--- src/source/fdiv_cfg.svh ---
`ifndef FDIV_CFG_SVH
`define FDIV_CFG_SVH

`define FDIV_TAG_W 5
`define FDIV_BIAS 127
`define FDIV_EXP_W 10

// Significand width with the hidden bit restored.
`define FDIV_MANT_W 24

// One integer bit, 23 fraction bits, guard and round. Also the iteration count.
`define FDIV_QUOT_W 26

`define FDIV_CANON_NAN 32'h7fc0_0000

`endif

--- src/source/fdiv_pkg.sv ---
`include "fdiv_cfg.svh"

package fdiv_pkg;

    typedef enum logic [1:0] {
        RNE = 2'd0, // Nearest, ties to even.
        RTZ = 2'd1,
        RDN = 2'd2,
        RUP = 2'd3
    } fdiv_round_e;

    typedef enum logic [2:0] {
        CLASS_ZERO   = 3'd0, // Subnormals land here too.
        CLASS_NORMAL = 3'd1,
        CLASS_INF    = 3'd2,
        CLASS_QNAN   = 3'd3,
        CLASS_SNAN   = 3'd4
    } fdiv_class_e;

    typedef enum logic [2:0] {
        SPEC_NONE    = 3'd0,
        SPEC_INVALID = 3'd1,
        SPEC_QNAN    = 3'd2,
        SPEC_INF     = 3'd3,
        SPEC_DZ_INF  = 3'd4,
        SPEC_ZERO    = 3'd5
    } fdiv_special_e;

    typedef enum logic [1:0] {
        DIV_IDLE = 2'd0,
        DIV_RUN  = 2'd1,
        DIV_DONE = 2'd2
    } fdiv_div_state_e;

    typedef struct packed {
        logic [`FDIV_TAG_W-1:0] tag;
        logic [31:0]            a;
        logic [31:0]            b;
        fdiv_round_e            mode;
    } fdiv_cmd_t;

    typedef struct packed {
        logic [`FDIV_TAG_W-1:0]  tag;
        fdiv_round_e             mode;
        logic                    sign;
        fdiv_class_e             class_a;
        fdiv_class_e             class_b;
        logic [7:0]              exp_a;
        logic [7:0]              exp_b;
        logic [`FDIV_MANT_W-1:0] mant_a;
        logic [`FDIV_MANT_W-1:0] mant_b;
    } fdiv_dec_t;

    typedef struct packed {
        logic [`FDIV_TAG_W-1:0]        tag;
        fdiv_round_e                   mode;
        logic                          sign;
        fdiv_special_e                 special;
        logic signed [`FDIV_EXP_W-1:0] exp; // Unbiased.
        logic [`FDIV_MANT_W-1:0]       mant_a;
        logic [`FDIV_MANT_W-1:0]       mant_b;
    } fdiv_exp_t;

    typedef struct packed {
        logic [`FDIV_TAG_W-1:0]        tag;
        fdiv_round_e                   mode;
        logic                          sign;
        fdiv_special_e                 special;
        logic signed [`FDIV_EXP_W-1:0] exp;
        logic [`FDIV_QUOT_W-1:0]       quot;
        logic                          sticky;
    } fdiv_quot_t;

    typedef struct packed {
        logic nv;
        logic dz;
        logic of;
        logic uf;
        logic nx;
    } fdiv_flags_t;

    typedef struct packed {
        logic [`FDIV_TAG_W-1:0] tag;
        logic [31:0]            value;
        fdiv_flags_t            flags;
    } fdiv_result_t;

endpackage

--- src/source/fdiv_operand_decode.sv ---
`timescale 1ns/10ps

module fdiv_operand_decode (
    input  logic                clk,
    input  logic                rst_n,
    input  logic                in_valid,
    output logic                in_ready,
    input  fdiv_pkg::fdiv_cmd_t in,
    output logic                out_valid,
    input  logic                out_ready,
    output fdiv_pkg::fdiv_dec_t out
);

    fdiv_pkg::fdiv_dec_t next_dec;

    function automatic fdiv_pkg::fdiv_class_e classify(input logic [7:0] exp_f,
                                                       input logic [22:0] frac_f);
        fdiv_pkg::fdiv_class_e cls;
        if (exp_f == 8'd0) begin
            cls = fdiv_pkg::CLASS_ZERO; // Flush to zero.
        end else if (exp_f != 8'hff) begin
            cls = fdiv_pkg::CLASS_NORMAL;
        end else if (frac_f == 23'd0) begin
            cls = fdiv_pkg::CLASS_INF;
        end else if (frac_f[22]) begin
            cls = fdiv_pkg::CLASS_QNAN;
        end else begin
            cls = fdiv_pkg::CLASS_SNAN;
        end
        return cls;
    endfunction

    always_comb begin
        next_dec.tag     = in.tag;
        next_dec.mode    = in.mode;
        next_dec.sign    = in.a[31] ^ in.b[31];
        next_dec.class_a = classify(in.a[30:23], in.a[22:0]);
        next_dec.class_b = classify(in.b[30:23], in.b[22:0]);
        next_dec.exp_a   = in.a[30:23];
        next_dec.exp_b   = in.b[30:23];
        next_dec.mant_a  = {|in.a[30:23], in.a[22:0]}; // Hidden bit.
        next_dec.mant_b  = {|in.b[30:23], in.b[22:0]};
    end

    assign in_ready = !out_valid || out_ready;

    always_ff @(posedge clk) begin
        if (!rst_n) begin
            out_valid <= 1'b0;
        end else if (in_ready) begin
            out_valid <= in_valid;
        end
    end

    always_ff @(posedge clk) begin
        if (in_valid && in_ready) begin
            out <= next_dec;
        end
    end

    hold_on_stall: assert property (@(posedge clk) disable iff (!rst_n)
        out_valid && !out_ready |=> out_valid && $stable(out));

endmodule

--- src/source/fdiv_exponent.sv ---
`timescale 1ns/10ps
`include "fdiv_cfg.svh"

module fdiv_exponent (
    input  logic                clk,
    input  logic                rst_n,
    input  logic                in_valid,
    output logic                in_ready,
    input  fdiv_pkg::fdiv_dec_t in,
    output logic                out_valid,
    input  logic                out_ready,
    output fdiv_pkg::fdiv_exp_t out
);

    localparam int EXP_W = `FDIV_EXP_W;

    logic signed [EXP_W-1:0] exp_a_ext;
    logic signed [EXP_W-1:0] exp_b_ext;
    fdiv_pkg::fdiv_exp_t     next_exp;

    function automatic fdiv_pkg::fdiv_special_e resolve(input fdiv_pkg::fdiv_class_e ca,
                                                        input fdiv_pkg::fdiv_class_e cb);
        logic any_snan;
        logic any_qnan;
        fdiv_pkg::fdiv_special_e spec;
        any_snan = (ca == fdiv_pkg::CLASS_SNAN) || (cb == fdiv_pkg::CLASS_SNAN);
        any_qnan = (ca == fdiv_pkg::CLASS_QNAN) || (cb == fdiv_pkg::CLASS_QNAN);
        if (any_snan || (ca == fdiv_pkg::CLASS_ZERO && cb == fdiv_pkg::CLASS_ZERO)
                || (ca == fdiv_pkg::CLASS_INF && cb == fdiv_pkg::CLASS_INF)) begin
            spec = fdiv_pkg::SPEC_INVALID;
        end else if (any_qnan) begin
            spec = fdiv_pkg::SPEC_QNAN;
        end else if (ca == fdiv_pkg::CLASS_INF) begin
            spec = fdiv_pkg::SPEC_INF;
        end else if (ca == fdiv_pkg::CLASS_NORMAL && cb == fdiv_pkg::CLASS_ZERO) begin
            spec = fdiv_pkg::SPEC_DZ_INF;
        end else if (ca == fdiv_pkg::CLASS_ZERO || cb == fdiv_pkg::CLASS_INF) begin
            spec = fdiv_pkg::SPEC_ZERO;
        end else begin
            spec = fdiv_pkg::SPEC_NONE;
        end
        return spec;
    endfunction

    assign exp_a_ext = {{(EXP_W-8){1'b0}}, in.exp_a};
    assign exp_b_ext = {{(EXP_W-8){1'b0}}, in.exp_b};

    always_comb begin
        next_exp.tag     = in.tag;
        next_exp.mode    = in.mode;
        next_exp.sign    = in.sign;
        next_exp.special = resolve(in.class_a, in.class_b);
        next_exp.exp     = exp_a_ext - exp_b_ext; // Biases cancel.
        next_exp.mant_a  = in.mant_a;
        next_exp.mant_b  = in.mant_b;
    end

    assign in_ready = !out_valid || out_ready;

    always_ff @(posedge clk) begin
        if (!rst_n) begin
            out_valid <= 1'b0;
        end else if (in_ready) begin
            out_valid <= in_valid;
        end
    end

    always_ff @(posedge clk) begin
        if (in_valid && in_ready) begin
            out <= next_exp;
        end
    end

    hold_on_stall: assert property (@(posedge clk) disable iff (!rst_n)
        out_valid && !out_ready |=> out_valid && $stable(out));

endmodule

--- src/source/fdiv_mantissa_divide.sv ---
`timescale 1ns/10ps
`include "fdiv_cfg.svh"

module fdiv_mantissa_divide (
    input  logic                 clk,
    input  logic                 rst_n,
    input  logic                 in_valid,
    output logic                 in_ready,
    input  fdiv_pkg::fdiv_exp_t  in,
    output logic                 out_valid,
    input  logic                 out_ready,
    output fdiv_pkg::fdiv_quot_t out
);

    localparam int QUOT_W = `FDIV_QUOT_W;
    localparam int MANT_W = `FDIV_MANT_W;
    localparam int EXP_W  = `FDIV_EXP_W;
    localparam int REM_W  = MANT_W + 1; // Remainder stays below twice the divisor.
    localparam int CNT_W  = $clog2(QUOT_W + 1);

    fdiv_pkg::fdiv_div_state_e state;
    logic [CNT_W-1:0]          count;
    logic [REM_W-1:0]          rem_q;
    logic [MANT_W-1:0]         div_q;
    logic [REM_W-1:0]          rem_sub;
    logic [REM_W-1:0]          rem_next;
    logic                      q_bit;
    logic                      accept;
    logic                      a_lt_b;
    logic                      last_step;

    assign in_ready  = (state == fdiv_pkg::DIV_IDLE) || (state == fdiv_pkg::DIV_DONE && out_ready);
    assign out_valid = (state == fdiv_pkg::DIV_DONE);
    assign accept    = in_valid && in_ready;
    assign a_lt_b    = in.mant_a < in.mant_b;
    assign last_step = (count == CNT_W'(QUOT_W));

    assign q_bit    = rem_q >= {1'b0, div_q};
    assign rem_sub  = rem_q - {1'b0, div_q};
    assign rem_next = q_bit ? rem_sub : rem_q;

    always_ff @(posedge clk) begin
        if (!rst_n) begin
            state <= fdiv_pkg::DIV_IDLE;
            count <= '0;
        end else if (accept) begin
            state <= (in.special == fdiv_pkg::SPEC_NONE) ? fdiv_pkg::DIV_RUN
                                                          : fdiv_pkg::DIV_DONE;
            count <= '0;
        end else if (state == fdiv_pkg::DIV_RUN) begin
            if (last_step) begin
                state <= fdiv_pkg::DIV_DONE; // Extra cycle to form sticky.
            end else begin
                count <= count + 1'b1;
            end
        end else if (state == fdiv_pkg::DIV_DONE && out_ready) begin
            state <= fdiv_pkg::DIV_IDLE;
        end
    end

    always_ff @(posedge clk) begin
        if (accept) begin
            out.tag     <= in.tag;
            out.mode    <= in.mode;
            out.sign    <= in.sign;
            out.special <= in.special;
            out.exp     <= a_lt_b ? in.exp - EXP_W'(1) : in.exp; // Quotient lands in [1,2).
            out.quot    <= '0;
            out.sticky  <= 1'b0;
            rem_q       <= a_lt_b ? {in.mant_a, 1'b0} : {1'b0, in.mant_a};
            div_q       <= in.mant_b;
        end else if (state == fdiv_pkg::DIV_RUN) begin
            if (last_step) begin
                out.sticky <= |rem_q;
            end else begin
                out.quot <= {out.quot[QUOT_W-2:0], q_bit};
                rem_q    <= {rem_next[REM_W-2:0], 1'b0};
            end
        end
    end

    // Ordinary commands stall the input for the whole run, then present the result.
    run_latency: assert property (@(posedge clk) disable iff (!rst_n)
        accept && in.special == fdiv_pkg::SPEC_NONE
        |=> (!in_ready && state == fdiv_pkg::DIV_RUN) [*(QUOT_W + 1)] ##1 out_valid);

endmodule

--- src/source/fdiv_round_pack.sv ---
`timescale 1ns/10ps
`include "fdiv_cfg.svh"

module fdiv_round_pack (
    input  logic                   clk,
    input  logic                   rst_n,
    input  logic                   in_valid,
    output logic                   in_ready,
    input  fdiv_pkg::fdiv_quot_t   in,
    output logic                   out_valid,
    input  logic                   out_ready,
    output fdiv_pkg::fdiv_result_t out
);

    localparam int EXP_W  = `FDIV_EXP_W;
    localparam int MANT_W = `FDIV_MANT_W;
    localparam int QUOT_W = `FDIV_QUOT_W;

    localparam logic signed [EXP_W-1:0] BIAS    = EXP_W'(`FDIV_BIAS);
    localparam logic signed [EXP_W-1:0] EXP_MAX = EXP_W'(255);

    logic [MANT_W-1:0]       sig;
    logic                    guard;
    logic                    rnd;
    logic                    inexact;
    logic                    round_up;
    logic [MANT_W:0]         sig_inc;
    logic [MANT_W-1:0]       sig_fin;
    logic signed [EXP_W-1:0] exp_biased;
    logic                    use_max;
    fdiv_pkg::fdiv_result_t  next_res;

    assign sig     = in.quot[QUOT_W-1:2];
    assign guard   = in.quot[1];
    assign rnd     = in.quot[0];
    assign inexact = guard || rnd || in.sticky;

    always_comb begin
        case (in.mode)
            fdiv_pkg::RNE: round_up = guard && (rnd || in.sticky || sig[0]);
            fdiv_pkg::RDN: round_up = inexact && in.sign;
            fdiv_pkg::RUP: round_up = inexact && !in.sign;
            default:       round_up = 1'b0;
        endcase
    end

    assign sig_inc    = {1'b0, sig} + {{MANT_W{1'b0}}, round_up};
    assign sig_fin    = sig_inc[MANT_W] ? sig_inc[MANT_W:1] : sig_inc[MANT_W-1:0];
    assign exp_biased = in.exp + BIAS + $signed({{(EXP_W-1){1'b0}}, sig_inc[MANT_W]});
    assign use_max    = (in.mode == fdiv_pkg::RTZ) || (in.mode == fdiv_pkg::RDN && !in.sign)
                        || (in.mode == fdiv_pkg::RUP && in.sign);

    always_comb begin
        next_res.tag   = in.tag;
        next_res.flags = '0;
        case (in.special)
            fdiv_pkg::SPEC_INVALID: begin
                next_res.value    = `FDIV_CANON_NAN;
                next_res.flags.nv = 1'b1;
            end
            fdiv_pkg::SPEC_QNAN: next_res.value = `FDIV_CANON_NAN;
            fdiv_pkg::SPEC_INF:  next_res.value = {in.sign, 8'hff, 23'd0};
            fdiv_pkg::SPEC_DZ_INF: begin
                next_res.value    = {in.sign, 8'hff, 23'd0};
                next_res.flags.dz = 1'b1;
            end
            fdiv_pkg::SPEC_ZERO: next_res.value = {in.sign, 31'd0};
            default: begin
                next_res.flags.nx = inexact;
                if (exp_biased >= EXP_MAX) begin
                    next_res.value    = use_max ? {in.sign, 8'hfe, 23'h7f_ffff}
                                                : {in.sign, 8'hff, 23'd0};
                    next_res.flags.of = 1'b1;
                    next_res.flags.nx = 1'b1;
                end else if (exp_biased <= 0) begin
                    next_res.value    = {in.sign, 31'd0}; // Flush to zero.
                    next_res.flags.uf = 1'b1;
                    next_res.flags.nx = 1'b1;
                end else begin
                    next_res.value = {in.sign, exp_biased[7:0], sig_fin[MANT_W-2:0]};
                end
            end
        endcase
    end

    assign in_ready = !out_valid || out_ready;

    always_ff @(posedge clk) begin
        if (!rst_n) begin
            out_valid <= 1'b0;
        end else if (in_ready) begin
            out_valid <= in_valid;
        end
    end

    always_ff @(posedge clk) begin
        if (in_valid && in_ready) begin
            out <= next_res;
        end
    end

endmodule

--- src/source/fdiv_unit.sv ---
`timescale 1ns/10ps

module fdiv_unit (
    input  logic                   clk,
    input  logic                   rst_n,
    input  logic                   cmd_valid,
    output logic                   cmd_ready,
    input  fdiv_pkg::fdiv_cmd_t    cmd,
    output logic                   res_valid,
    input  logic                   res_ready,
    output fdiv_pkg::fdiv_result_t res
);

    logic                 dec_valid;
    logic                 dec_ready;
    fdiv_pkg::fdiv_dec_t  dec;
    logic                 exp_valid;
    logic                 exp_ready;
    fdiv_pkg::fdiv_exp_t  exp_out;
    logic                 quot_valid;
    logic                 quot_ready;
    fdiv_pkg::fdiv_quot_t quot;

    fdiv_operand_decode i_operand_decode (
        .clk       (clk),
        .rst_n     (rst_n),
        .in_valid  (cmd_valid),
        .in_ready  (cmd_ready),
        .in        (cmd),
        .out_valid (dec_valid),
        .out_ready (dec_ready),
        .out       (dec)
    );

    fdiv_exponent i_exponent (
        .clk       (clk),
        .rst_n     (rst_n),
        .in_valid  (dec_valid),
        .in_ready  (dec_ready),
        .in        (dec),
        .out_valid (exp_valid),
        .out_ready (exp_ready),
        .out       (exp_out)
    );

    fdiv_mantissa_divide i_mantissa_divide (
        .clk       (clk),
        .rst_n     (rst_n),
        .in_valid  (exp_valid),
        .in_ready  (exp_ready),
        .in        (exp_out),
        .out_valid (quot_valid),
        .out_ready (quot_ready),
        .out       (quot)
    );

    fdiv_round_pack i_round_pack (
        .clk       (clk),
        .rst_n     (rst_n),
        .in_valid  (quot_valid),
        .in_ready  (quot_ready),
        .in        (quot),
        .out_valid (res_valid),
        .out_ready (res_ready),
        .out       (res)
    );

endmodule

--- config.mk ---
export PLATFORM = sky130hd
export DESIGN_NAME = fdiv_unit
export DESIGN_NICKNAME = d
export VERILOG_FILES = /design/src/source/fdiv_pkg.sv /design/src/source/fdiv_operand_decode.sv /design/src/source/fdiv_exponent.sv /design/src/source/fdiv_mantissa_divide.sv /design/src/source/fdiv_round_pack.sv /design/src/source/fdiv_unit.sv
export VERILOG_INCLUDE_DIRS = /design/src /design/src/source
export SDC_FILE = /design/constraint.sdc
export NUM_CORES = 1
export LEC_CHECK = 0
export BUFFER_PORTS_ARGS = -buffer_cell sky130_fd_sc_hd__buf_2
export CORE_ASPECT_RATIO = 0.5
export CORE_MARGIN = 10
export CORE_UTILIZATION = 24
export CTS_CLUSTER_SIZE = 8
export DETAILED_ROUTE_END_ITERATION = 10
export GPL_TIMING_DRIVEN = 0
export PLACE_DENSITY_LB_ADDON = 0.1
export SYNTH_ARGS = -nofsm -noshare
export SYNTH_HDL_FRONTEND = slang
export SYNTH_SLANG_ARGS = --single-unit
export TNS_END_PERCENT = 30
--- constraint.sdc ---
create_clock -name clk -period 9.42 [get_ports clk]
set_input_delay 0.942 -clock clk [delete_from_list [all_inputs] [get_ports clk]]
set_output_delay 0.942 -clock clk [all_outputs]
set_load 0.02 [all_outputs]
== Word level (Yosys, flattened, before mapping) ==
Cells that the tools add are included.
Storage, ports and cells
  flip-flop bits (word level): 296
  bits in latches: 0
  memory bits (writable): 0
  ROM bits: 0
  input port bits: 75
  output and inout port bits: 44
  memories kept: 0
Operators by class
  add/subtract/negate cells: 7
  multiply operators: 0
  div/mod/pow operators: 0
  magnitude comparators: 4
  equality and inequality tests: 22
  shift-type cells: 0
  muxes and demuxes: 32
  bitwise gates (word level): 3
  reduce and logical (&&, ||, !) cells: 59
Operators by type and width (count)
  two-way mux 25 bit: 4
  one-hot mux 32 bit (3 select lines): 1
  two-way mux 31 bit: 2
  two-way mux 24 bit: 2
  logical NOT 23 bit: 2
  adder 24 x 1 -> 25 bit: 1
  >= comparator 25 x 24 -> 1 bit: 1
  OR reduction 25 bit: 1
  less-than comparator 24 bit: 1
  subtractor 24 bit: 1
  two-way mux 23 bit: 1
  two-way mux 2 bit: 10
  == test 3 x 2 -> 1 bit, second input constant: 6
  logical NOT 8 bit: 2
  inequality test 8 bit, second input constant: 2
  OR reduction 8 bit: 2
  logical OR 1 bit: 15
  == test 3 bit, second input constant: 4
  logical AND 1 bit: 12
  two-way mux 3 bit: 4
  adder 10 x 2 -> 10 bit: 1
  adder 10 x 8 -> 10 bit, second input constant: 1
  >= comparator 10 x 9 -> 1 bit, second input constant: 1
  <= comparator 10 x 1 -> 1 bit, second input constant: 1
  24 further kinds: 49

== Depth between registers and ports, before layout ==
  depth after elaboration: 10
  gate-level depth with buffers: 22
  gate-level depth less buffers: 21

== Modules after synthesis ==
Synthesis repeated with hierarchy kept, for this count alone.
Second synthesis, totals
  cell total of the unflattened synthesis: 1156
  area total of the unflattened synthesis: 14382.5 µm²
Modules (own cells, without submodules)
  fdiv_mantissa_divide: times used 1, cells each 620, area an instance 6256.0 µm²
  fdiv_round_pack: times used 1, cells each 268, area an instance 2776.4 µm²
  fdiv_operand_decode: times used 1, cells each 122, area an instance 2745.1 µm²
  fdiv_exponent: times used 1, cells each 146, area an instance 2605.0 µm²

== Worst setup path before layout ==
No wires, ideal clock.
  path type: input port to flip-flop
  start: input port res_ready
  end: register i_exponent.out[0] in the netlist's numbering, enable pin
  library setup time: 502 ps
  arrival time: 4303 ps
  data required time: 8918 ps
  slack: 4615 ps
  cell stages on the path: 4
  buffers on the path: 0
  path through: nor2b_1 > a21oi_1 > nor2b_1 > nor2b_1
Between the ends
  cells in the longest elaborated chain, start to end: 5
Ends and longest elaborated chain
  start: declaration: RTL line fdiv_unit.sv:10  | input logic res_ready,
  logical OR 1 bit: RTL line fdiv_round_pack.sv:86  | assign in_ready = !out_valid || out_ready;
  logical AND 1 bit: RTL line fdiv_mantissa_divide.sv:32  | assign in_ready = (state == fdiv_pkg::DIV_IDLE) || (state == fdiv_pkg::DIV_DONE && out_ready);
  logical OR 1 bit: RTL line fdiv_mantissa_divide.sv:32
  logical OR 1 bit: RTL line fdiv_exponent.sv:58  | assign in_ready = !out_valid || out_ready;
  logical AND 1 bit: RTL line fdiv_exponent.sv:69  | if (in_valid && in_ready) begin
  end signal: assignment: RTL line fdiv_exponent.sv:70  | out <= next_exp;
  end: declaration: RTL line fdiv_exponent.sv:12  | output fdiv_pkg::fdiv_exp_t out
Every way passes these cells.
A chain may end at the register's enable or synchronous reset.

==> run summary <==
The fraction of the yosys area taken by sequential cells came out at 60.5%. The row count came out at 62. The longest individual stage delay on the worst path came out at 0.67 ns. The number of hold-slack violations in the final timing report came to 0. The core area came out at 57600 um^2. The run finished with clean final reports. The placement-stage worst setup slack is 3.65 ns. The post-synthesis net count came out at 1305. The max-slew violation count is 0. Clock-pin slew was measured on the worst setup and hold paths at 0.05 ns. The slowest stage of the critical path belongs to the cell nor4_2. The highest clock frequency the design can meet came out at 175 MHz. The cell area that synthesis handed to floorplanning was 14000 um^2.

The arrival time of the worst setup path is 6.00 ns. The leftover overflow at the end of global routing is 0. Entering global routing, the biggest net connects 55 pins. The average wire per cell in the routed design came out at 17.9 um.

Synthesis produced a netlist whose cell count is 1165. The share of post-route cells with drive strength above 1 came out at 16.0%. The number of global-route vias before repair is 9995. The number of detailed-routing iterations run before antenna repair came out at 5. The worst setup path is captured at a register. The area growth from synthesis to layout is 19.8%.

The number of synthesized register bits is 295. The final sum of negative setup slack is 0 ns. The total detailed-routing wirelength came out at 37600 um. The number of fill cells is 5910. Of all nets on the critical path, the largest fanout is 10.

The maximum VDD drop is 0.0000917 V. By area, the combinational part of the netlist is dominated by compound AO/OA/AOI/OAI gates. The antenna diode count came out at 0. In this run the critical register-to-register path is launched from i_mantissa_divide.out[42]. The top cell types in the final layout, fill and taps aside, are edfxtp_1, buf_2, nand2_1.

The mean instance size in the synthesized netlist came out at 12.1 um^2. The adder-cell area share of the yosys netlist came out at 5.90%. The async set or reset register ratio after synthesis came out at 0%.

The number of antenna violations at the first check in global routing came out at 4. Summing all multi-input logic gate instances after layout gives 5100 um^2. The share of the cycle needed by the critical path after routing is 60.7%.

The layout net count came out at 1471. The remaining number of nets flagged by the antenna check after routing is 0. Summed over all cells, the static leakage comes to 6.27 nW. The Yosys step of the flow raised 0 warnings. The most frequent cell on the critical path is ha_1. The via-per-instance ratio is 4.45.

Measured against its own limit, the worst slew margin works out to 13.9%. The sequential cell area came out at 8490 um^2. CTS placed an instance of clkbuf_16 at the clock tree root. The aggregate global-route resource usage came out at 10.8%. Summed over all nets, the half-perimeter wirelength after detailed placement is 28300 um. The worst hold margin came out at 0.408 ns. In this run the worst hold path is classified as reg -> reg. The clock net in this run drives a total of 295 sinks. The share of synthesized cell area in and, or, nand and nor gates came out at 11.9%. The cell taking the most area after synthesis is edfxtp_1. The clock tree skew after final layout came out at 0.0249 ns. In this run the number of H-tree levels came out at 2.

The compound-gate portion of the synthesized area is 12.5%. The minimum clock period after layout is 5.72 ns. The library cell used most frequently in the layout, excluding fill and tap cells, is edfxtp_1.

The power per standard cell area is 187 nW/um^2. The critical path class is reg -> reg. The clock latency on the worst-skew pair came out at 0.54 ns. The global-route wire length before repair came out at 58600 um. For this block, the initial DRC count from the detailed router was 405. The tool flagged a number of max-cap violations equal to 0. The most common flop cell mapped by yosys is edfxtp_1. In the routed design, unresolved DRC markers number 0. The critical path starts at i_mantissa_divide.out[42]. The number of setup buffers added after CTS is 0. The count of buffering cells on the critical path with inverters included came out at 2. Broken down by cell family, the worst path's largest delay share belongs to simple AND/OR/NAND/NOR gates. The hold buffer count at CTS came out at 0. Across all setup checks in the final design, the least slack found is 3.70 ns. The total I/O pin count came out at 119. Setup repair after global routing left no endpoint under its margin. Routability-driven placement finished with a final weighted congestion of 0.825. The quantity of I/O buffers inserted on ports is 118.

The worst setup path is launched from a register. The mux share of post-synthesis cell area came out at 1.81%. The effective utilization at floorplan is 24.4%. The number of synthesized flops with an enable pin is 258.

The count of cell types in the netlist came out at 73. The total number of vias is 9375. The die covers 69200 um^2. The TritonCTS clock tree is yes. The total CTS buffers came out at 42. Of the total synthesized cell area, the portion taken by XOR and XNOR cells is 3.99%. The width of the die came out at 362 um.

The die outline height is 191 um. In this run the most critical hold path is launched from i_operand_decode.out[46]. The signal on the critical path passes through and2_1 > ha_1 > nand2_1 > o22ai_1 > ha_1 > ha_1 > nand3_1 > nor4_2 > and3_1 > and3_1 > inv_1 > ha_1 > ha_1 > nor3b_1 > xnor2_1 > a2111oi_4 > a41oi_2 > a21o_2 > o21ai_4 > buf_6 > a21oi_2.

The number of buffers on the longest clock path came out at 3. The required time of the critical path is 9.70 ns. The actual slew at the worst max-slew pin is 1.28 ns. The area fraction of the dominant cell type after synthesis came out at 55.2%. After synthesis, the cell types taking the most area are edfxtp_1, ha_1, dfxtp_1. Setup violations remaining at the end of the flow were counted as 0. The count of instances resized after the clock tree is built is 0.
-- worst reg2reg max path, stage by stage, from the launching register on --
cell       delay [ns]
edfxtp_1         0.47
and2_1           0.21
ha_1             0.26
nand2_1          0.04
o22ai_1          0.19
ha_1             0.23
ha_1             0.19
nand3_1          0.18
nor4_2           0.67
and3_1           0.33
and3_1           0.28
inv_1            0.08
ha_1             0.24
ha_1             0.28
nor3b_1          0.18
xnor2_1          0.21
a2111oi_4        0.36
a41oi_2          0.19
a21o_2           0.32
o21ai_4          0.27
buf_6            0.21
a21oi_2          0.05
-- sequential cells by signal, summed over array words and instances (netlist names), 2 cells and up --
signal / flops
i_operand_decode.out: 78
i_mantissa_divide.rem_q: 25
i_exponent.out: 68
i_mantissa_divide.count: 5
i_round_pack.out: 42
i_mantissa_divide.div_q: 24
i_mantissa_divide.out: 48
i_mantissa_divide.state: 2
-- cells in the mapped netlist, types with 3 or more instances --
cell         n
o22ai_1      3
a21boi_1     7
o211ai_1     7
nor4_1      20
a31oi_1      9
nand2_1    108
clkbuf_1    19
nand2b_1    14
and3_1      14
a211oi_1    15
and4_1       4
ha_1        63
edfxtp_1   258
nand4_1     19
a21oi_2     20
a311oi_1     4
buf_2       10
o21bai_1     6
o21a_1      11
o21ai_1     18
xnor2_1     38
nor3_1      15
inv_1       82
nor2b_1     23
nand4b_1     3
o31ai_1      7
a21oi_1     69
dfxtp_1     37
nand3_1     27
nor2_1      64
nor3b_1      3
mux2i_1     22
o21ai_0     41
a2bb2oi_1    3
xor2_1      26
buf_6        3
a21o_1      17
and2_1       9
-- kinds of logic (layout without fill, tap and decap cells) --
group / count (synthesis) / count (layout)
adder cells (fa/ha/maj): 65 / 65
flip-flops: 295 / 295
AO/OA/AOI/OAI: 263 / 263
multiplexers: 25 / 25
buffers and inverters: 117 / 292
XOR/XNOR: 64 / 64
AND/OR/NAND/NOR: 336 / 336
-- power by group --
group | switching (mW) | total (mW) | internal, mW
Sequential | 0.0275 | 1.52 | 1.49
Clock | 0.548 | 1.36 | 0.811
Combinational | 0.162 | 0.266 | 0.104
-- routing by layer --
layer  global-route usage [%]  vias to the layer above  share of wire [%]
met3                     2.25                       56                3.7
met5                        0                        -              0.035
met1                     15.0                     4511                 50
met2                     17.2                      156                 44
li1                         -                     4650                  -
met4                     2.51                        2                1.7
-- through the flow --
stage               util, %  total power [mW]  cells  cell area, um^2
floorplan                 -              1.71   1165            14000
global placement       27.0              1.81   2051            15600
detailed placement     27.2              1.81   2055            15700
CTS                    29.2              3.21   2108            16800
global route           29.2              3.29   2108            16800
finish                 29.2              3.14   2108            16800
-- worst paths after layout --
kind	slack, ns	to	cells past startpoint
max	3.70	i_round_pack.out[10]	21
min	0.41	i_exponent.out[46]	0
max reg2reg	3.70	i_round_pack.out[10]	21
min reg2reg	0.41	i_exponent.out[46]	0
-- final cells by class --
type / instances / area share, %
buffer: 35 / 1.03
clock inverter: 1 / 0.0521
sequential: 295 / 50.5
timing repair buffer: 122 / 4.03
clock buffer: 52 / 6.60
multi-input combinational: 753 / 30.3
inverter: 82 / 1.83
tap: 768 / 5.71
Note: power is estimated with default switching activity, not from simulation.
